--- config.mk ---
export PLATFORM = sky130hd
export DESIGN_NAME = scan_control
export DESIGN_NICKNAME = d
export VERILOG_FILES = /design/src/common/gpu_pkg.sv /design/src/rtl/scan_control.sv
export SDC_FILE = /design/constraint.sdc
export NUM_CORES = 1
export LEC_CHECK = 0
export ABC_AREA = 1
export BUFFER_PORTS_ARGS = -buffer_cell sky130_fd_sc_hd__buf_4
export CORE_MARGIN = 2
export CORE_UTILIZATION = 35
export CTS_BUF_LIST = sky130_fd_sc_hd__clkbuf_8
export DETAILED_ROUTE_END_ITERATION = 6
export GPL_TIMING_DRIVEN = 0
export HOLD_SLACK_MARGIN = 0.08
export PLACE_DENSITY_LB_ADDON = 0.25
export SLEW_MARGIN = 20
export SYNTH_ARGS = -nofsm -noshare
export SYNTH_HDL_FRONTEND = slang
export SYNTH_SLANG_ARGS = --single-unit
--- constraint.sdc ---
create_clock -name clk -period 3.65 [get_ports clk]
set_clock_uncertainty 0.1 [all_clocks]
set_input_delay 0.1825 -clock clk [delete_from_list [all_inputs] [get_ports clk]]
set_output_delay 0.1825 -clock clk [all_outputs]
set_load 0.005 [all_outputs]
--- src/common/gpu_pkg.sv ---
`default_nettype none

package gpu_pkg;

  // ----------------------------------------------------------------------
  // data widths
  // ----------------------------------------------------------------------
  typedef logic [7:0]  pixel_t;    // rgb332, red 7..5, green 4..2, blue 1..0
  typedef logic [5:0]  coord_t;    // column or row
  typedef logic [11:0] vaddr_t;    // row * 64 + column
  typedef logic [4:0]  scan_row_t; // row pair, also the ABCDE value
  typedef logic [1:0]  plane_t;    // bit plane 0..2
  typedef logic [2:0]  rgb_t;      // bit 0 red, bit 1 green, bit 2 blue

  // ----------------------------------------------------------------------
  // panel geometry and plane timing
  // ----------------------------------------------------------------------
  localparam int PANEL_COLS = 64;
  localparam int SCAN_ROWS  = 32;
  localparam int NUM_PLANES = 3;
  localparam int BASE_ON    = 16;   // plane 0 on-time in cycles

  localparam int VRAM_DEPTH   = PANEL_COLS * 2 * SCAN_ROWS;
  localparam int FETCH_READS  = 2 * PANEL_COLS;    // top row then bottom row
  localparam int SHIFT_CYCLES = 2 * PANEL_COLS;    // low and high half per column
  localparam int LATCH_CYCLE  = SHIFT_CYCLES + 1;

  typedef enum logic [2:0] {
    SC_FETCH,
    SC_FETCH_WAIT,
    SC_SHOW,
    SC_SHOW_WAIT,
    SC_NEXT
  } scan_state_t;

endpackage

`default_nettype wire
--- src/rtl/scan_control.sv ---
`timescale 1ns/1ps
`default_nettype none

module scan_control
  import gpu_pkg::*;
(
  input  logic      clk,
  input  logic      rst,

  output logic      fetch_start,
  output scan_row_t fetch_row,
  input  logic      fetch_done,

  output logic      show_start,
  output scan_row_t show_row,
  output plane_t    show_plane,
  input  logic      show_done
);

  localparam scan_row_t LAST_ROW   = scan_row_t'(SCAN_ROWS - 1);
  localparam plane_t    LAST_PLANE = plane_t'(NUM_PLANES - 1);

  scan_state_t state;
  scan_row_t   cur_row;
  plane_t      cur_plane;

  // starts in SC_NEXT on the last row, so the first fetch is row 0
  always_ff @(posedge clk) begin
    if (rst) begin
      state     <= SC_NEXT;
      cur_row   <= LAST_ROW;
      cur_plane <= '0;
    end else begin
      unique case (state)
        SC_FETCH: begin
          state <= SC_FETCH_WAIT;
        end
        SC_FETCH_WAIT: begin
          if (fetch_done) begin
            cur_plane <= '0;
            state     <= SC_SHOW;
          end
        end
        SC_SHOW: begin
          state <= SC_SHOW_WAIT;
        end
        SC_SHOW_WAIT: begin
          if (show_done) begin
            if (cur_plane == LAST_PLANE) begin
              state <= SC_NEXT;
            end else begin
              cur_plane <= cur_plane + 2'd1;
              state     <= SC_SHOW;
            end
          end
        end
        SC_NEXT: begin
          cur_row <= (cur_row == LAST_ROW) ? '0 : cur_row + 5'd1;
          state   <= SC_FETCH;
        end
        default: begin
          state <= SC_NEXT;
        end
      endcase
    end
  end

  assign fetch_start = (state == SC_FETCH);
  assign show_start  = (state == SC_SHOW);
  assign fetch_row   = cur_row;
  assign show_row    = cur_row;
  assign show_plane  = cur_plane;

  a_done_expected: assert property (
    @(posedge clk) disable iff (rst)
      !(fetch_done && state != SC_FETCH_WAIT) && !(show_done && state != SC_SHOW_WAIT)
  ) else $error("done strobe outside its wait state");

endmodule

`default_nettype wire

; Word-level counts from Yosys, hierarchy flattened
; Cells that the tools add are included.
[totals]
regBits = 10
in_bits = 4
output_inout_bits = 14
word_cells = 27
[op_classes]
n_addsub = 2
n_eq_ne = 9
mux = 9
n_reduce_logical = 4
[ops]
columns = op, n
row1 = $pmux W3 S5, 1
row2 = $mux W3, 3
row3 = $eq A3 B2 Y1 const B, 2
row4 = $mux W2, 3
row5 = $ne A2 B2 Y1 const B, 3
row6 = $add A5 B1 Y5 const B, 1
row7 = $eq A5 B5 Y1 const B, 1
row8 = $mux W5, 1
row9 = $pmux W2 S2, 1
row10 = $reduce_and A4 Y1, 1
row11 = $eq A3 B1 Y1 const B, 1
row12 = $eq A3 B3 Y1 const B, 1
row13 = $logic_not A3 Y1, 1
row14 = $add A2 B1 Y2 const B, 1
row15 = $eq A2 B2 Y1 const B, 1
row16 = $reduce_and A2 Y1, 1
row17 = $reduce_bool A2 Y1, 1

; Depth between registers and ports, before layout
; Gate-level depths: netlist of run 1.
[depth]
depth_word = 4
mapped_depth = 9
mapped_depth_nobuf = 9

; Worst setup path before layout of run 1
; OpenSTA, ideal clock, no wires.
[synth_path]
path_type = register to register
start = reg cur_row[0] (netlist: fetch_row[0])
end = reg cur_row[2] (netlist: fetch_row[2])
setup_ps = 125
arrival_time_ps = 1112
required_time_ps = 3425
slack_ps = 2313
path_stages_with_launch = 8
n_path_buf = 0
period_less_slack_ps = 1337
path_cell_list = dfxtp_1 -> ha_1 -> nand2_1 -> nor2_1 -> ha_1 -> inv_1 -> nand3_1 -> nand3_1
[synth_via]
elab_chain_len = 2
word_cells_on_any_way = 3
classes_between = add/sub: 1 / eq/ne: 1 / mux: 1
[synth_lines]
columns = element, line
row1 = from (decl), scan_control.sv:24  ; scan_row_t cur_row;
row2 = from (signal assigned), scan_control.sv:58  ; cur_row <= (cur_row == LAST_ROW) ? '0 : cur_row + 5'd1;
row3 = $add A5 B1 Y5 or $eq A5 B5 Y1 (tied branches), scan_control.sv:58
row4 = $mux W5 *, scan_control.sv:58
; Mark *: on every way between the ends. The rest lies on a longest branch, timed or not.
; A chain may end at the register's enable or synchronous reset.

; Worst setup path in the final report of run 1
[layout_path]
start = reg cur_row[0] (netlist: fetch_row[0])
end = reg cur_row[3] (netlist: fetch_row[3])
; The elaborated chain is that of the path after synthesis.

==> results of run 1 <==
## final cells by class
type | instances | area (um2) | area share, %
Buffer | 5 | 37.5 | 4.70
Sequential cell | 10 | 200 | 25.1
Multi-Input combinational cell | 53 | 299 | 37.5
Clock buffer | 4 | 55.1 | 6.90
Timing Repair Buffer | 18 | 138 | 17.2
Tap cell | 16 | 20.0 | 2.51
Inverter | 13 | 48.8 | 6.11
## critical path: cells and delay by family, from the launching register on
family                     cells  cell delay [ps]
adders and majority gates      2              420
and+or+nand+nor                4              290
DFF                            1              440
buffers and inverters          1               60
## sequential cells by signal, summed over array words and instances, names as in the netlist
signal and cells:
state 3, fetch_row 5, show_plane 2
## power by group through the flow
stage / Combinational, mW / Sequential (mW) / Clock, mW
floorplan: 0.0656 / 0.139 / 0
global placement: 0.106 / 0.140 / 0
detailed placement: 0.107 / 0.141 / 0
CTS: 0.109 / 0.139 / 0.143
global route: 0.121 / 0.141 / 0.148
finish: 0.107 / 0.139 / 0.138
## stage by stage
step | setup slack (ps) | total power [mW] | utilization [%]
3_5_place_dp | 2200 | 0.248 | 47.6
5_1_grt | 2040 | 0.410 | 51.8
3_3_place_gp | 2230 | 0.246 | 47.6
6_report | 2200 | 0.384 | 51.8
2_1_floorplan | 2310 | 0.204 | -
4_1_cts | 2190 | 0.390 | 51.8
## per-layer routing
layer,global-route usage [%],share of wire [%],vias to the layer above
li1,-,-,292
met1,15.3,46,227
met2,18.8,48,12
met3,2.80,4.6,2
met4,13.5,1.5,0
met5,0,0,-
## path summary, 6_finish.rpt
path | from | endpoint | slack (ps)
worst max-delay path | fetch_row[0]$_SDFFE_PP1N_ | fetch_row[3]$_SDFFE_PP1N_ | 2200
worst max register to register | fetch_row[0]$_SDFFE_PP1N_ | fetch_row[3]$_SDFFE_PP1N_ | 2200
worst min register to register | fetch_row[4]$_SDFFE_PP1N_ | fetch_row[4]$_SDFFE_PP1N_ | 410
worst min-delay path | show_done | state[1]$_SDFFE_PP0P_ | 150
## cell usage in the layout, fill, tap and decap left out
cell and instances:
buf_4 22, nand2_1 15, inv_1 10, dfxtp_1 10, nor2_1 9, nand3_1 9, clkbuf_8 4, nand2_2 3
ha_1 3, nor2_2 2, inv_2 2, a21oi_1 2, xor2_1 2, nor3_1 1, clkinv_1 1, nand3_2 1
nor2_4 1, a21oi_2 1, o31ai_2 1, nand4_1 1, and2_4 1, o21ai_1 1, dlygate4sd3_1 1
## cells by family (layout without fill, tap and decap cells)
group           count (synthesis)  in the layout  synth area share (%)
simple gates                   43             43                  35.5
compound gates                  5              5                  6.20
fa+ha+maj                       3              3                  6.41
buf+inv                        18             40                  14.7
xor+xnor                        2              2                  2.99
flops                          10             10                  34.2
## cells in the mapped netlist, drive strengths merged
master	instances	area [um2]
buf	5	37.5
inv	12	45.1
nand4	1	6.26
dfxtp	10	200
o21ai	1	5.00
nand2	18	75.1
and2	1	8.76
ha	3	37.5
nand3	10	55.1
nor2	12	57.6
xor2	2	17.5
nor3	1	5.00
clkinv	1	3.75
a21oi	3	18.8
o31ai	1	12.5
## what timing repair did
| action | in CTS | in global routing |
|---|---|---|
| setup endpoints to repair | 0 | 0 |
| resized for setup | 0 | 0 |
| endpoints found under the hold margin | 3 | 0 |
| hold buffers | 1 | 0 |
==> flow_summary.json, run 1 <==
{
  "grt_usage_pct": 13.0,
  "slew_violations": 0,
  "initial_core_util_pct": 38.0,
  "cp_slowest_cell": "dfxtp_1",
  "crit_chain": "ha_1 > nand2_1 > nor2_1 > ha_1 > inv_1 > nand3_1 > nand3_1",
  "first_pass_iters": 4,
  "dieArea_mm2": 0.00202,
  "syn_avg_cell_area_um2": 7.23,
  "ys_seq_area_share_pct": 34.2,
  "final_layout_size_suffix_gt1_share_pct": 36.9,
  "hold_viol": 0,
  "yosys_warnings": 0,
  "power.internal_mw": 0.277,
  "rsz0062_at_grt": "no",
  "setup_violations": 0,
  "route.vias.total": 533,
  "via_per_inst": 4.48,
  "wl_per_cell_um": 9.39,
  "fin_nets": 111,
  "ios": 18,
  "post_cts_buffers": 0,
  "hpwlAfterDp_um": 859,
  "hold_path_class": "input port to flop",
  "postPlaceCellArea_um2": 733,
  "ys_seq_elements": 10,
  "path_class": "flop to flop",
  "design_area_um2": 798,
  "relSlewSlack_pct": 81.5,
  "cp.arrival_ps": 1460,
  "critPathLaunchType": "flop",
  "h-tree-depth": 1,
  "ant_nets": 0,
  "core-area_mm2": 0.00154,
  "placementRows": 14,
  "pwr-share-comb_pct": 27.8,
  "area_growth_syn_to_layout_pct": 36.3,
  "grt_max_degree": 8,
  "endpoint_kind": "flop",
  "syn-cell-area_um2": 586,
  "cts_tree": "built",
  "p_leak_nw": 0.408,
  "portBuffers": 17,
  "diodes": 0,
  "numClockSinks": 10,
  "switching_share_pct": 27.8,
  "fill_cells": 158,
  "antenna_found_initial": 0,
  "cp.required_ps": 3660,
  "status": "finished clean",
  "clockPowerShare_pct": 36.1,
  "ff2ff_path_depth": 7,
  "routed_wl_um": 1120,
  "worstPathMaxFanout": 6,
  "gp_congestion": 0.827,
  "cpPeakStageDelay_ps": 440,
  "powerDensity_mw_per_mm2": 481,
  "root_buffer": "clkbuf_8",
  "die_w_um": 44.9,
  "dp.cells": 114,
  "synth_cell_types": 21,
  "fin_crit_ps": 1450,
  "fin_cells": 119,
  "syn_inst": 81,
  "post-route-period-util_pct": 39.7,
  "path_clk_slew_ps": 50,
  "grt_pass1_vias": 482,
  "tightest_slew_ps": 277,
  "p_switching_mw": 0.107,
  "fin_setup_tns_ps": 0,
  "grt_pass1_wl_um": 1880,
  "overflow": 0,
  "clkLatencyLatePin_ps": 240,
  "drtIter0Drc": 6,
  "cts-buffers-inserted": 3,
  "die_y_um": 44.9,
  "max_freq_mhz": 689,
  "drc": 0,
  "peakVddDrop_mv": 0.267,
  "synth_fp_nets": 88,
  "cap_violations": 0,
  "holdWs_ps": 150,
  "pwr-share-seq_pct": 36.1,
  "worstHoldPathCells": 4,
  "ctsLongestPathBuffers": 2
}
(Power assumes the default switching activity.)
==> inputs of run 2 (changes only) <==
- clock period: 3.65 -> 1.4 ns (I/O delays scaled with it)
==> run 2 against run 1 <==
  * Cell count rose by 2.5%
  * Via count rose by 5.6%
  * Combinational power rose to 2.9 times the previous value
  * Utilization rose by 3.3 points
  * Cell area rose by 6.4%
  * Highest routed layer unchanged
  * Sequential power rose to 2.7 times the previous value
  * Hold slack improved by 9.8 ps
  * Register-to-register slack got worse by 2100 ps
  * Count of clock-buffer cells in the layout did not move
  * Critical path depth fell by 1
==> flow_summary.json, run 2 (same netlist as run 1, synthesis figures left out) <==
{
  "r2r_setup_slack_ps": 90,
  "status": "finished clean",
  "wl_per_cell_um": 9.95,
  "hpwlAfterDp_um": 859,
  "wl_met1_um": 559,
  "power.total_mw": 1.04,
  "final_cell_mix": "buf_4 (24), nand2_1 (15), inv_1 (10)",
  "diodes": 0,
  "ios": 18,
  "ant_nets": 0,
  "critPathLaunchType": "flop",
  "slew_violations": 0,
  "powerDensity_mw_per_mm2": 1230,
  "ff2ff_path_depth": 6,
  "path_clk_slew_ps": 50,
  "post-route-period-util_pct": 93.7,
  "clkLatencyLatePin_ps": 240,
  "drc": 0,
  "cts_tree": "built",
  "register_area_um2": 209,
  "max_freq_mhz": 762,
  "first_pass_iters": 5,
  "final_util_pct": 55.1,
  "min_to": "state[1]$_SDFFE_PP0P_",
  "cap_violations": 0,
  "numClockSinks": 10,
  "die_y_um": 44.9,
  "fin_setup_tns_ps": 0,
  "peakVddDrop_mv": 0.737,
  "overflow": 0,
  "initial_core_util_pct": 38.0,
  "die_w_um": 44.9,
  "fin_crit_ps": 1310,
  "cp.required_ps": 1450,
  "cts-buffers-inserted": 3,
  "ctsLongestPathBuffers": 2,
  "cpPeakStageDelay_ps": 370,
  "met3WireLength_um": 46,
  "tightest_slew_ps": 276,
  "routed_wl_um": 1210,
  "h-tree-depth": 1,
  "grt_pass1_vias": 482,
  "drtIter0Drc": 11,
  "reg2reg_from": "fetch_row[0]$_SDFFE_PP1N_",
  "gp_congestion": 0.827,
  "grt_usage_pct": 13.0,
  "endpoint_kind": "flop",
  "route.vias.total": 563,
  "grt_pass1_wl_um": 1880,
  "via_per_inst": 4.61,
  "core-area_mm2": 0.00154,
  "top_layer_used": "met4",
  "hold_viol": 0,
  "relSlewSlack_pct": 81.6,
  "area_growth_syn_to_layout_pct": 45.1,
  "p_leak_nw": 0.422,
  "cp_num_buf_inv": 1,
  "root_buffer": "clkbuf_8",
  "path_delay_family": "flip-flops",
  "cp_slowest_cell": "dfxtp_4",
  "final_layout_size_suffix_gt1_share_pct": 43.4,
  "fin_nets": 114,
  "grt_max_degree": 8,
  "worstHoldPathCells": 5,
  "antenna_found_initial": 0,
  "hold_start": "fetch_done",
  "worstPathMaxFanout": 6,
  "cp.arrival_ps": 1360,
  "largest_reg_flops": 5,
  "hold_path_class": "input port to flop",
  "crit_chain": "ha_4 > nand2_1 > nor2_2 > ha_2 > buf_4 > o31ai_2",
  "rsz0062_at_grt": "no",
  "fill_cells": 152,
  "wl_met2_um": 590,
  "portBuffers": 17,
  "placementRows": 14,
  "multi_input_area_um2": 317,
  "final_common_cell": "buf_4",
  "setup_violations": 0,
  "path_class": "flop to flop",
  "dieArea_mm2": 0.00202,
  "regToRegEndpoint": "fetch_row[0]$_SDFFE_PP1N_"
}
run 2: changes by cell type in the layout (fill, tap and decap cells not counted), sizes merged:
cell,previous run,this run
dlygate4sd3,1,2
buf,22,24
run 2: routing by layer:
layer / vias to the layer above / track usage [%]
li1: 297 / -
met1: 252 / 15.3
met2: 12 / 18.8
met3: 2 / 2.80
met4: 0 / 13.5
met5: - / 0
run 2: timing repair:
| item | CTS | global route |
|---|---|---|
| resized for setup | 1 | 8 |
| hold buffers | 2 | 0 |
| hold endpoints to repair | 3 | 0 |
| setup endpoints to repair | 3 | 5 |
| setup buffers | 0 | 2 |
| cloned | 0 | 0 |
| pin swaps | 0 | 3 |
run 2: where the power goes:
part | switching [mW] | internal [mW]
logic | 0.133 | 0.181
registers | 0.0474 | 0.321
clock network | 0.115 | 0.247
total | 0.294 | 0.749
run 2: cell type report:
type                            count  share of cell area, %
Sequential cell                    10                   24.6
Buffer                              5                   4.42
Timing Repair Buffer               21                   19.1
Inverter                           13                   5.74
Multi-Input combinational cell     53                   37.3
Tap cell                           16                   2.36
Clock buffer                        4                   6.48
run 2: how the worst max path moves through the flow:
stage | from | to | slack (ps) | cells past startpoint
finish | fetch_row[0]$_SDFFE_PP1N_ | fetch_row[0]$_SDFFE_PP1N_ | 90 | 6
detailed placement | fetch_row[0]$_SDFFE_PP1N_ | fetch_row[3]$_SDFFE_PP1N_ | -50 | 7
global placement | fetch_row[0]$_SDFFE_PP1N_ | fetch_row[3]$_SDFFE_PP1N_ | -20 | 7
floorplan | fetch_row[0]$_SDFFE_PP1N_ | fetch_row[2]$_SDFFE_PP1N_ | 60 | 7
CTS | fetch_row[1]$_SDFFE_PP1N_ | fetch_row[3]$_SDFFE_PP1N_ | 10 | 7
global route | fetch_row[0]$_SDFFE_PP1N_ | fetch_row[4]$_SDFFE_PP1N_ | 7 | 6
run 2: worst min-delay path, stage by stage:
cell and delay, ps:
buf_4 80, nor2_1 40, nand2_2 80, nand4_1 70, a21oi_1 120
run 2: per-stage QoR:
stage / setup WS, ps / hold slack [ps] / std cells / cell area, um2
floorplan: 63.1 / 39.1 / 81 / 586
global placement: -21.2 / 168 / 114 / 733
detailed placement: -51.1 / 172 / 114 / 733
CTS: 10.6 / 165 / 120 / 810
global route: 7.14 / 216 / 122 / 850
finish: 87.7 / 160 / 122 / 850
