--- src/common/gpu_pkg.sv ---
`default_nettype none

package gpu_pkg;

  // ----------------------------------------------------------------------
  // data widths
  // ----------------------------------------------------------------------
  typedef logic [7:0]  pixel_t;    // rgb332, red 7..5, green 4..2, blue 1..0
  typedef logic [5:0]  coord_t;    // column or row
  typedef logic [11:0] vaddr_t;    // row * 64 + column
  typedef logic [4:0]  scan_row_t; // row pair, also the ABCDE value
  typedef logic [1:0]  plane_t;    // bit plane 0..2
  typedef logic [2:0]  rgb_t;      // bit 0 red, bit 1 green, bit 2 blue

  // ----------------------------------------------------------------------
  // panel geometry and plane timing
  // ----------------------------------------------------------------------
  localparam int PANEL_COLS = 64;
  localparam int SCAN_ROWS  = 32;
  localparam int NUM_PLANES = 3;
  localparam int BASE_ON    = 16;   // plane 0 on-time in cycles

  localparam int VRAM_DEPTH   = PANEL_COLS * 2 * SCAN_ROWS;
  localparam int FETCH_READS  = 2 * PANEL_COLS;    // top row then bottom row
  localparam int SHIFT_CYCLES = 2 * PANEL_COLS;    // low and high half per column
  localparam int LATCH_CYCLE  = SHIFT_CYCLES + 1;

  typedef enum logic [2:0] {
    SC_FETCH,
    SC_FETCH_WAIT,
    SC_SHOW,
    SC_SHOW_WAIT,
    SC_NEXT
  } scan_state_t;

endpackage

`default_nettype wire
--- src/hub75/hub75_driver.sv ---
`timescale 1ns/1ps
`default_nettype none

module hub75_driver
  import gpu_pkg::*;
(
  input  logic      clk,
  input  logic      rst,

  input  logic      show_start,
  input  scan_row_t show_row,
  input  plane_t    show_plane,
  output logic      show_done,

  output coord_t    col,
  output plane_t    plane,
  input  rgb_t      rgb_top,
  input  rgb_t      rgb_bot,

  output rgb_t      rgb0,
  output rgb_t      rgb1,
  output logic      screen_clk,
  output scan_row_t abcde,
  output logic      latch,
  output logic      oe_n
);

  logic [7:0] ph;      // cycle index in shift and latch, 0 when idle
  logic [6:0] on_cnt;  // enable cycles left
  plane_t     plane_q;
  scan_row_t  row_q;

  // column of the next shift cycle, plane taken from the strobe itself
  assign col   = ph[6:1];
  assign plane = show_start ? show_plane : plane_q;

  // ----------------------------------------------------------------------
  // shift, latch and show sequence
  // ----------------------------------------------------------------------
  always_ff @(posedge clk) begin
    if (rst) begin
      ph         <= '0;
      on_cnt     <= '0;
      plane_q    <= '0;
      row_q      <= '0;
      show_done  <= 1'b0;
      rgb0       <= '0;
      rgb1       <= '0;
      screen_clk <= 1'b0;
      abcde      <= '0;
      latch      <= 1'b0;
      oe_n       <= 1'b1;
    end else begin
      show_done <= 1'b0;
      latch     <= 1'b0;
      if (show_start) begin
        ph         <= 8'd1;
        plane_q    <= show_plane;
        row_q      <= show_row;
        screen_clk <= 1'b0;
        rgb0       <= rgb_top;  // column 0
        rgb1       <= rgb_bot;
      end else if (ph != '0) begin
        if (ph == 8'(LATCH_CYCLE)) begin
          ph     <= '0;
          oe_n   <= 1'b0;
          on_cnt <= 7'(BASE_ON) << plane_q;
        end else begin
          ph         <= ph + 8'd1;
          screen_clk <= ph[0];  // rises on even cycles
          if (ph == 8'(SHIFT_CYCLES)) begin
            latch <= 1'b1;
            abcde <= row_q;
          end else if (!ph[0]) begin
            rgb0 <= rgb_top;  // next column
            rgb1 <= rgb_bot;
          end
        end
      end else if (!oe_n) begin
        on_cnt <= on_cnt - 7'd1;
        if (on_cnt == 7'd1) begin
          oe_n      <= 1'b1;
          show_done <= 1'b1;
        end
      end
    end
  end

  a_latch_dark: assert property (
    @(posedge clk) disable iff (rst) latch |-> oe_n
  ) else $error("latch while LEDs are enabled");

endmodule

`default_nettype wire

--- config.mk ---
export PLATFORM = sky130hd
export DESIGN_NAME = hub75_driver
export DESIGN_NICKNAME = d
export VERILOG_FILES = /design/src/common/gpu_pkg.sv /design/src/hub75/hub75_driver.sv
export SDC_FILE = /design/constraint.sdc
export NUM_CORES = 1
export LEC_CHECK = 0
export ABC_CLOCK_PERIOD_IN_PS = 1700
export BUFFER_PORTS_ARGS = -buffer_cell sky130_fd_sc_hd__clkbuf_2
export CORE_MARGIN = 3
export CORE_UTILIZATION = 35
export CTS_CLUSTER_DIAMETER = 50
export DETAILED_ROUTE_END_ITERATION = 7
export PLACE_DENSITY = 0.6
export SYNTH_ARGS = -nofsm -noshare
export SYNTH_HDL_FRONTEND = slang
export SYNTH_SLANG_ARGS = --single-unit
--- constraint.sdc ---
create_clock -name clk -period 1.7 [get_ports clk]
set_input_delay 0.255 -clock clk [delete_from_list [all_inputs] [get_ports clk]]
set_output_delay 0.255 -clock clk [all_outputs]
set_load 0.02 [all_outputs]
# Yosys cells after proc, flatten, opt, wreduce, memory -nomap -nowiden
# Index checks and enable logic that the tools add are counted.
dict set report word_totals {
  elab_cells 58
  out_inout_bits 23
  in_bits 16
  reg_bits 37
}
dict set report classes {
  reduce_logical 10
  n_eq_ne 8
  add_sub_neg 2
  shifts 1
  muxes 22
  n_bitwise 3
}
# op n
set ops {}
lappend ops {{$mux 3} 10}
lappend ops {{$mux 7} 3}
lappend ops {{$eq 8x8->1 const B} 2}
lappend ops {{$add 8x1->8 const B} 1}
lappend ops {{$mux 8} 1}
lappend ops {{$reduce_and 4->1} 2}
lappend ops {{$reduce_bool 8->1} 1}
lappend ops {{$reduce_or 4->1} 2}
lappend ops {{$eq 7x1->1 const B} 1}
lappend ops {{$mux 1} 7}
lappend ops {{$shl 5x2->7 const A} 1}
lappend ops {{$sub 7x1->7 const B} 1}
lappend ops {{$ne 2x2->1 const B} 3}
lappend ops {{$ne 2x1->1 const B} 2}
lappend ops {{$reduce_and 2->1} 2}
lappend ops {{$not 1->1} 3}
lappend ops {{$reduce_and 3->1} 1}
lappend ops {{$mux 2} 1}
lappend ops {{$reduce_bool 2->1} 1}
lappend ops {{$reduce_or 2->1} 1}

# Longest topological paths before layout
# Gate-level depths: netlist (run 1).
dict set report logic_depth {
  depth_word 5
  ltp_mapped 6
  depth_no_buf 6
}

# Worst setup path after synthesis (run 1)
# No wires, ideal clock.
dict set report synth_path {
  path_type {reg2reg}
  from {register ph[0]}
  to {register on_cnt[6]}
  setup_ns 0.092
  t_arrival_ns 1.609
  n_path_buf 0
  required_time_ns 1.608
  period_less_slack_ns 1.701
  path_slack_ns -0.001
  stages_incl_launch_ff 7
  path_cell_list {dfxtp_1 inv_1 ha_1 or4b_4 nor2_4 a31oi_1 o32ai_1}
}
dict set report synth_between {
  elab_chain_len 3
  word_cells_on_any_way 6
  classes_between {eq/ne (3); mux (1); reduce/logical (2)}
}
# item line_no
set synth_rtl {}
lappend synth_rtl {{start: declaration} hub75_driver.sv:28} ;# logic [7:0] ph;
lappend synth_rtl {{start signal: assignment} hub75_driver.sv:69} ;# ph <= ph + 8'd1;
lappend synth_rtl {{$eq 8x8->1 / $reduce_bool 8->1 (equally long branches)} {hub75_driver.sv:64, hub75_driver.sv:63}}
lappend synth_rtl {{$ne 2x1->1 (no line)} n/a}
lappend synth_rtl {{$reduce_and 3->1 (no line)} n/a}
lappend synth_rtl {{end signal: assignment} hub75_driver.sv:67} ;# on_cnt <= 7'(BASE_ON) << plane_q;
lappend synth_rtl {{end signal: assignment} hub75_driver.sv:80} ;# on_cnt <= on_cnt - 7'd1;
lappend synth_rtl {{end: declaration} hub75_driver.sv:29} ;# logic [6:0] on_cnt;
# Parallel ways exist; a longest one is shown, timed or not.
# A chain may end at the register's enable or synchronous reset.

# Final worst setup path (run 1)
# Ends and elaborated chain as after synthesis.

==> results by group, run 1 <==
Clock network
  – Root Buffer: clkbuf_8
  – CTS clk-pin slew, worst paths: 70 ps
  – Count of hold buffers inserted by post-cts repair: 0
  – Clock Tree Buf Depth: 2
  – H-tree Lvls: 2
  – Total CTS buffers: 5
  – CTS tree: built
  – Clk sinks: 37
  – Clock latency on the worst-skew pair: 290 ps

Layout
  – Final non-filler cell total: 316
  – Share of layout cells above drive strength 1: 36.55%
  – Cell area after layout: 0.002375 mm²
  – # fillers: 460
  – Fin nets: 269
  – Post-layout util: 48.98%
  – Number of antenna repair diodes: 0
  – Area grow syn2layout: 32.26%

Run status
  – Outcome: completed

Placement
  – Post-Place Worst Slack: -54.10 ps
  – IO buf count: 38
  – GP Congestion: 0.8371
  – DPL Wire Length: 2910 µm
  – Dpl cells: 305
  – Cell Area, Placed: 0.002170 mm²

Logic synthesis
  – Post-synth ARST share: 0%
  – Post-synthesis instance total: 192
  – Mapped Avg Cell Area: 9.351 µm²
  – Synth area leaders: dfxtp_1, mux2i_1, nand2b_1, nor2_1, ha_1
  – Synth unique cells: 42
  – Synth Flop Type: dfxtp_1
  – Count leader, synth: dfxtp_1
  – EDFF count, synth: 0
  – Seq/Total Area, Yosys: 41.25%
  – Post-Syn Area: 0.001795 mm²
  – Post-synthesis register bit count: 37
  – Yosys warnings: 0
  – Synth top area share: 41.25%
  – Synthesized net count: 213
  – Top post-synthesis cells by count: dfxtp_1, nor2_1, mux2i_1, nand2b_1, a21oi_1
  – Post-synth top area cell: dfxtp_1

Global routing
  – First-pass GRT wire length: 6665 µm
  – Initial antenna violation count: 0
  – Via count of the first global-routing pass: 1469
  – Total GRT Usage: 13.69%
  – Largest net degree at the start of global routing: 20
  – Total congestion overflow: 0

Route
  – Via Count: 1501
  – First-pass detailed-route iteration total: 4
  – Routed wire per std cell: 12.22 µm
  – Via/cell ratio: 4.750
  – Drc violations: 0
  – DRT antenna net count: 0
  – Initial detailed-routing violation count: 82
  – Final WL: 3862 µm

Timing
  – Post-route setup slack: 22.42 ps
  – Max-slew headroom: 76.24%
  – Final Max Tran Viols: 0
  – RSZ-0062 raised after global routing: true
  – Final setup violation count: 0
  – Hold Vio Cnt, Final: 0
  – Part of the cycle the worst path needs: 98.68%
  – Fmax: 596.1 MHz
  – Minimum clock period: 1678 ps
  – Setup TNS: 0 ps
  – Worst Tran Pin Value: 353.7 ps
  – Hold WS: 198.8 ps
  – Final Skew: 5.788 ps

Worst setup path
  – Setup crit end kind: flop
  – Largest fanout on the critical path: 5
  – Worst EP arrival: 1880 ps
  – Worst Path Required: 1900 ps
  – Crit path kind: reg2reg
  – CP Launch Type: flop

Power
  – Peak supply drop: 527.7 µV
  – Part of the power in registers: 46.4%
  – Switching Fraction: 24.71%
  – Int Pwr: 1.480 mW
  – Clk pwr share: 38.8%
  – Sw power: 0.4857 mW
  – Pwr/cell area: 827.8 mW/mm²
  – Logic pwr share: 14.8%
  – Cell leakage power: 1.012 nW
  – Total power: 1.966 mW

Floorplanning
  – Io pins: 39
  – Initial core utilization: 37.03%
  – Rows: 25
  – Total Die Area: 0.006026 mm²
  – Die W: 77.63 µm
  – Core area: 0.004848 mm²
  – Die height: 77.63 µm

Min path
  – HP Class: in2reg

Job
  – Max cap viols: 0
## critical path, stage by stage (launching register included)
cell and delay [ps]:
dfxtp_4 370, inv_4 60, ha_4 140, or4b_4 510
nor2_4 190, a31oi_1 100, o32ai_1 220
## kinds of logic (layout without fill, tap and decap cells)
kind of cell	Yosys count	count (layout)	share of synthesized area [%]
buffers and inverters	18	74	5.087
adders and majority gates	5	5	3.484
and+or+nand+nor	81	82	26.83
DFF	37	37	41.25
muxes	19	19	10.73
AOI/OAI and AO/OA	24	24	8.711
xor gates and xnor gates	8	8	3.903
## power by group through the flow
stage          registers (mW)  logic (mW)  clock network (mW)
5_1_grt                 0.915       0.322               0.820
4_1_cts                 0.910       0.280               0.787
3_3_place_gp            0.929       0.275                   0
2_1_floorplan           0.946       0.148                   0
3_5_place_dp            0.929       0.275                   0
6_report                0.911       0.292               0.763
## cell type report
class,instances,area (µm²),share of cell area [%]
multi-input cells,138,1017,42.83
clock buffers,5,68.82,2.898
repair buffers,61,391.6,16.49
clock inverters,3,46.29,1.949
well taps,67,83.83,3.530
flip-flops and latches,37,745.7,31.40
inverters,5,21.27,0.8957
## state kept, by name (all words and copies together), names as in the netlist
name        cells
ph              8
plane_q         2
on_cnt          7
latch           1
show_done       1
oe_n            1
rgb0            3
screen_clk      1
rgb1            3
abcde           5
row_q           5
## layout by cell type (no fill, tap or decap), types with 2 or more instances in the layout
cell,instances
a21oi_1,11
and3_1,2
buf_12,2
buf_4,20
clkbuf_2,38
clkbuf_8,5
dfxtp_1,35
ha_1,3
inv_1,3
mux2_2,2
mux2i_1,17
nand2_1,4
nand2b_1,17
nand3_1,9
nor2_1,22
nor2b_1,2
nor3_1,4
nor4_2,2
o21ai_1,2
o32ai_1,3
or3_1,3
xnor2_1,3
xor2_1,5
## path summary, 6_finish.rpt
check / start / to / slack, ps / depth (start not counted)
worst max register to register: ph[0]$_SDFFE_PP0P_ / on_cnt[6]$_SDFFE_PP0P_ / 20 / 6
worst min-delay path: rgb_top[1] / rgb0[1]$_SDFFE_PP0P_ / 200 / 3
worst min register to register: rgb1[2]$_SDFFE_PP0P_ / rgb1[2]$_SDFFE_PP0P_ / 480 / 2
worst max-delay path: ph[0]$_SDFFE_PP0P_ / on_cnt[6]$_SDFFE_PP0P_ / 20 / 6
## layer usage
layer	up-vias	track usage [%]	routed length (µm)
met3	4	3.712	123
met5	-	0	0
met2	25	22.52	1776
met4	0	5.338	57
met1	689	16.93	1904
li1	783	-	-
## what timing repair did
item	4_1_cts	5_1_grt
endpoints found under the hold margin	0	0
cloned	1	0
gates resized for setup	1	15
setup endpoints to repair	5	28
pin swaps	2	3
buffers inserted	0	2
No activity file was read; power rests on OpenSTA's default activity.
==> run 2: changes to the inputs <==
- PLACE_DENSITY: 0.6 -> 0.65
==> results by group, run 2 (synthesis results as in run 1) <==
Run status
  – Outcome: completed

Route
  – DRT antenna net count: 0 (unchanged)
  – Initial detailed-routing violation count: 48 (-41%)
  – Via/cell ratio: 4.814 (+1.3%)
  – Routed wire per std cell: 12.26 µm (+0.36%)
  – First-pass detailed-route iteration total: 4 (unchanged)
  – Via Count: 1526 (+1.7%)
  – Final WL: 3888 µm (+0.67%)
  – Drc violations: 0 (unchanged)

Timing
  – Final setup violation count: 0 (unchanged)
  – Hold Vio Cnt, Final: 0 (unchanged)
  – Hold WS: 199.6 ps (+0.7480 ps)
  – Max-slew headroom: 73.50% (-2.7 points)
  – Final Skew: 6.020 ps (+0.2323 ps)
  – Worst Tran Pin Value: 392.0 ps (+38.36 ps)
  – Fmax: 588.8 MHz (-1.2%)
  – Final Max Tran Viols: 0 (unchanged)
  – Part of the cycle the worst path needs: 99.90% (+1.2 points)
  – RSZ-0062 raised after global routing: true
  – Minimum clock period: 1698 ps (+20.70 ps)

Global routing
  – Initial antenna violation count: 0 (unchanged)
  – Total congestion overflow: 0 (unchanged)
  – Total GRT Usage: 13.72% (+0.024 points)
  – Largest net degree at the start of global routing: 38 (+90%)
  – First-pass GRT wire length: 6782 µm (+1.8%)
  – Via count of the first global-routing pass: 1556 (+5.9%)

Clock network
  – Total CTS buffers: 5 (unchanged)
  – Count of hold buffers inserted by post-cts repair: 0 (unchanged)
  – Root Buffer: clkbuf_8
  – H-tree Lvls: 2 (unchanged)
  – Clock latency on the worst-skew pair: 280 ps (about the same)
  – CTS clk-pin slew, worst paths: 80 ps (about the same)
  – Clock Tree Buf Depth: 2 (unchanged)
  – Clk sinks: 37 (unchanged)
  – CTS tree: built

Floorplanning
  – Die height: 77.63 µm (unchanged)
  – Total Die Area: 0.006026 mm² (unchanged)
  – Initial core utilization: 37.03% (unchanged)
  – Rows: 25 (unchanged)
  – Die W: 77.63 µm (unchanged)
  – Io pins: 39 (unchanged)
  – Core area: 0.004848 mm² (unchanged)

Power
  – Peak supply drop: 428.9 µV (-19%)
  – Pwr/cell area: 833.5 mW/mm² (+0.69%)
  – Cell leakage power: 1.011 nW (-0.12%)
  – Total power: 1.957 mW (-0.47%)

Layout
  – Final non-filler cell total: 317 (+0.32%)
  – Area grow syn2layout: 30.73%
  – Most common cell after layout, fill and taps aside: clkbuf_2
  – Share of layout cells above drive strength 1: 34.80% (-1.7 points)
  – Cell area after layout: 0.002347 mm² (-1.2%)
  – Largest register by flop count: ph
  – Number of antenna repair diodes: 0 (unchanged)
  – Most frequent cells in the layout: clkbuf_2, dfxtp_1, buf_4
  – Largest regs: ph x8, on_cnt x7
  – Fin nets: 270 (+0.37%)
  – Max reg flops: 8 (unchanged)

Worst setup path
  – Crit path from: ph[0]$_SDFFE_PP0P_
  – Worst Path Required: 1860 ps (-40 ps)
  – Reg-to-Reg Start: ph[0]$_SDFFE_PP0P_
  – Crit path kind: reg2reg
  – Worst EP arrival: 1860 ps (-20 ps)
  – Largest fanout on the critical path: 5 (unchanged)
  – CP Launch Type: flop
  – R2R Setup Slk: 2 ps (-20 ps)
  – Setup crit end kind: flop

Job
  – Max cap viols: 0 (unchanged)

Placement
  – DPL Wire Length: 2897 µm (-0.45%)
  – Cell Area, Placed: 0.002185 mm² (+0.69%)
  – Dpl cells: 307 (+0.66%)
  – GP Congestion: 0.8027 (-4.1%)
  – IO buf count: 38 (unchanged)

Min path
  – HP Class: in2reg
  – Min-delay src: rgb_bot[2]
==> run 2: power breakdown <==
| group | total (mW) | switching (mW) | internal, mW |
|---|---|---|---|
| sequential | 0.910 | 0.0161 | 0.894 |
| combinational | 0.295 | 0.145 | 0.151 |
| clock | 0.751 | 0.311 | 0.440 |
| total | 1.96 | 0.471 | 1.49 |
==> run 2: per-stage QoR <==
stage,util [%],TNS (ps),worst slack [ps]
final,48.41,0,1.719
after detailed placement,45.06,-109.4,-64.97
after floorplan,-,0,15.37
after global placement,45.06,-6.903,-6.903
after global routing,48.41,-267.2,-63.40
after CTS,47.69,0,5.962
==> run 2: worst paths after layout <==
check,depth (start not counted),endpoint
setup / recovery,7,ph[0]$_SDFFE_PP0P_
hold / removal,3,rgb1[2]$_SDFFE_PP0P_
setup reg to reg,7,ph[0]$_SDFFE_PP0P_
hold reg to reg,2,rgb1[2]$_SDFFE_PP0P_
==> run 2: cell type report <==
type | count | area (µm²)
Clock buffer | 6 | 72.57
Clock inverter | 2 | 38.79
Fill cell | 470 | 2501
Inverter | 5 | 18.77
Multi-Input combinational cell | 137 | 999.7
Sequential cell | 37 | 743.2
Tap cell | 67 | 83.83
Timing Repair Buffer | 63 | 390.4
==> run 2: worst max-delay path, stage by stage (launching register included) <==
cell,delay [ps]
dfxtp_2,340
inv_2,80
ha_4,150
or4b_4,480
nor2_4,170
buf_4,170
xnor2_1,120
a21oi_1,80
==> run 2: per-layer routing <==
layer	vias to the layer above	track usage, %	wire, µm
met5	-	0	0
met4	0	6.406	86
met3	8	3.712	172
met1	694	17.22	1810
li1	791	-	-
met2	33	21.75	1819
==> run 2: timing repair <==
action	in CTS	in global routing
endpoints found under the hold margin	0	0
setup endpoints to repair	4	25
resized for setup	1	8
setup buffers	2	0
pin swaps	1	3
gates cloned	0	0
==> run 3: changes to the inputs <==
- ABC_CLOCK_PERIOD_IN_PS: 1700 -> 1800
- PLACE_DENSITY: 0.65 -> 0.62
- clock period: 1.7 -> 1.8 ns (I/O delays scaled with it)
==> results by group, run 3 (synthesis results as in run 1) <==
Layout
  – Max reg flops: 8 (unchanged)
  – Area grow syn2layout: 25.30%
  – Share of layout cells above drive strength 1: 32.10% (-2.7 points)
  – Fin nets: 263 (-2.6%)
  – Most frequent cells in the layout: clkbuf_2, dfxtp_1, nor2_1
  – Post-layout util: 46.40% (-2.0 points)
  – Number of antenna repair diodes: 0 (unchanged)
  – # fillers: 472 (+0.43%)
  – Most common cell after layout, fill and taps aside: clkbuf_2
  – Final non-filler cell total: 310 (-2.2%)
  – Largest regs: ph x8, on_cnt x7
  – Largest register by flop count: ph

Route
  – Final WL: 3857 µm (-0.80%)
  – Drc violations: 0 (unchanged)
  – Initial detailed-routing violation count: 81 (+69%)
  – Routed wire per std cell: 12.44 µm (+1.4%)
  – First-pass detailed-route iteration total: 4 (unchanged)
  – Via Count: 1487 (-2.6%)
  – DRT antenna net count: 0 (unchanged)
  – Via/cell ratio: 4.797 (-0.36%)

Worst setup path
  – Reg2Reg Depth: 7 (unchanged)
  – Setup crit end kind: flop
  – Crit path kind: reg2reg
  – Crit path from: ph[0]$_SDFFE_PP0P_
  – Reg-to-Reg Start: ph[0]$_SDFFE_PP0P_
  – Worst EP arrival: 1870 ps (about the same)
  – R2R Setup Slk: 100 ps (+100 ps)
  – Largest fanout on the critical path: 5 (unchanged)
  – CP Launch Type: flop
  – R2R Path End: ph[0]$_SDFFE_PP0P_
  – Worst Path Required: 1960 ps (+100 ps)
  – Critical path destination: ph[0]$_SDFFE_PP0P_

Power
  – Part of the power in registers: 51.7% (+5.2 points)
  – Peak supply drop: 374.2 µV (-13%)
  – Logic pwr share: 15.3% (+0.2 points)
  – Sw power: 0.4278 mW (-9.3%)
  – Int Pwr: 1.236 mW (-17%)
  – Cell leakage power: 0.9612 nW (-4.9%)
  – Clk pwr share: 33.0% (-5.4 points)
  – Switching Fraction: 25.71% (+1.6 points)
  – Pwr/cell area: 739.8 mW/mm² (-11%)

Floorplanning
  – Die W: 77.63 µm (unchanged)
  – Total Die Area: 0.006026 mm² (unchanged)
  – Die height: 77.63 µm (unchanged)
  – Rows: 25 (unchanged)
  – Core area: 0.004848 mm² (unchanged)
  – Io pins: 39 (unchanged)
  – Initial core utilization: 37.03% (unchanged)

Placement
  – GP Congestion: 0.9089 (+13%)
  – Dpl cells: 300 (-2.3%)
  – DPL Wire Length: 2876 µm (-0.71%)
  – IO buf count: 38 (unchanged)

Timing
  – Worst Tran Pin Value: 456.9 ps (+64.83 ps)
  – Max-slew headroom: 69.54% (-4.0 points)
  – Part of the cycle the worst path needs: 94.60% (-5.3 points)
  – Final Skew: 2.306 ps (-3.714 ps)
  – Final setup violation count: 0 (unchanged)
  – Fmax: 587.3 MHz (-0.26%)
  – Hold Vio Cnt, Final: 0 (unchanged)
  – Final Max Tran Viols: 0 (unchanged)
  – Minimum clock period: 1703 ps (+4.492 ps)

Clock network
  – Total CTS buffers: 5 (unchanged)
  – CTS clk-pin slew, worst paths: 70 ps (about the same)
  – Clk sinks: 37 (unchanged)
  – CTS tree: built
  – Count of hold buffers inserted by post-cts repair: 0 (unchanged)
  – H-tree Lvls: 2 (unchanged)
  – Root Buffer: clkbuf_8
  – Clock Tree Buf Depth: 2 (unchanged)
  – Clock latency on the worst-skew pair: 280 ps (about the same)

Global routing
  – Largest net degree at the start of global routing: 38 (unchanged)
  – Initial antenna violation count: 0 (unchanged)
  – First-pass GRT wire length: 6734 µm (-0.71%)
  – Via count of the first global-routing pass: 1416 (-9.0%)
  – Total GRT Usage: 13.72% (about the same)
  – Total congestion overflow: 0 (unchanged)

Min path
  – HP Class: in2reg

Job
  – Max cap viols: 0 (unchanged)

Run status
  – Outcome: completed
run 3: cell types whose count changed in the layout (fill, tap and decap cells not counted), moves of 2 or more:
| cell | delta |
|---|---|
| dfxtp_1 | +2 |
| dfxtp_2 | -2 |
| clkinv_2 | +2 |
| buf_4 | -7 |
run 3: power by group through the flow:
stage / Sequential [mW] / Clock (mW) / Combinational [mW]
final: 0.861 / 0.549 / 0.254
after global routing: 0.863 / 0.599 / 0.283
after CTS: 0.860 / 0.572 / 0.243
after detailed placement: 0.879 / 0 / 0.237
after global placement: 0.877 / 0 / 0.235
after floorplan: 0.893 / 0 / 0.138
run 3: per-layer routing:
layer	GRT usage (%)	share of wire [%]
met4	4.982	1.4
met1	18.23	47
met5	0	0
met3	3.712	3.9
met2	21.23	48
run 3: how the worst min path moves through the flow:
stage,start,end,slack [ps],cells past startpoint
3_3_place_gp,rgb1[0]$_SDFFE_PP0P_,rgb1[0]$_SDFFE_PP0P_,460,2
5_1_grt,rgb_bot[1],rgb1[1]$_SDFFE_PP0P_,220,3
4_1_cts,rgb_bot[1],rgb1[1]$_SDFFE_PP0P_,210,3
6_report,show_row[3],row_q[3]$_SDFFE_PP0P_,220,3
3_5_place_dp,rgb0[1]$_SDFFE_PP0P_,rgb0[1]$_SDFFE_PP0P_,470,2
2_1_floorplan,show_row[0],row_q[0]$_SDFFE_PP0P_,420,2
run 3: what timing repair did:
| item | in CTS | in global routing |
|---|---|---|
| resized for setup | 0 | 8 |
| pin swaps | 1 | 2 |
| gates cloned | 1 | 0 |
| endpoints found under the setup margin | 1 | 14 |
| buffers inserted | 0 | 1 |
run 3: worst max-delay path, stage by stage, from the launching register on:
cell	delay (ps)
dfxtp_1	350
inv_2	90
ha_4	140
or4b_4	510
nor2_4	170
buf_4	140
xnor2_1	110
a21oi_1	80
run 3: metrics by stage:
step,cell area (µm²),hold WS (ps),setup slack (ps),power [mW],setup TNS (ps)
after global placement,2117,463.4,100.1,1.113,0
final,2250,217.7,97.23,1.664,0
after CTS,2206,213.7,23.49,1.674,0
after detailed placement,2117,471.8,19.34,1.116,0
after floorplan,1795,417.2,98.58,1.030,0
after global routing,2250,224.3,-17.51,1.745,-25.90
run 3: layout make-up:
type / count / area (µm²) / share of cell area [%]
tap: 67 / 83.83 / 3.726
clock buffer: 6 / 72.57 / 3.226
timing repair buffer: 55 / 317.8 / 14.13
clock inverter: 2 / 10.01 / 0.4449
sequential: 37 / 740.7 / 32.93
multi-input combinational: 138 / 1006 / 44.72
inverter: 5 / 18.77 / 0.8343
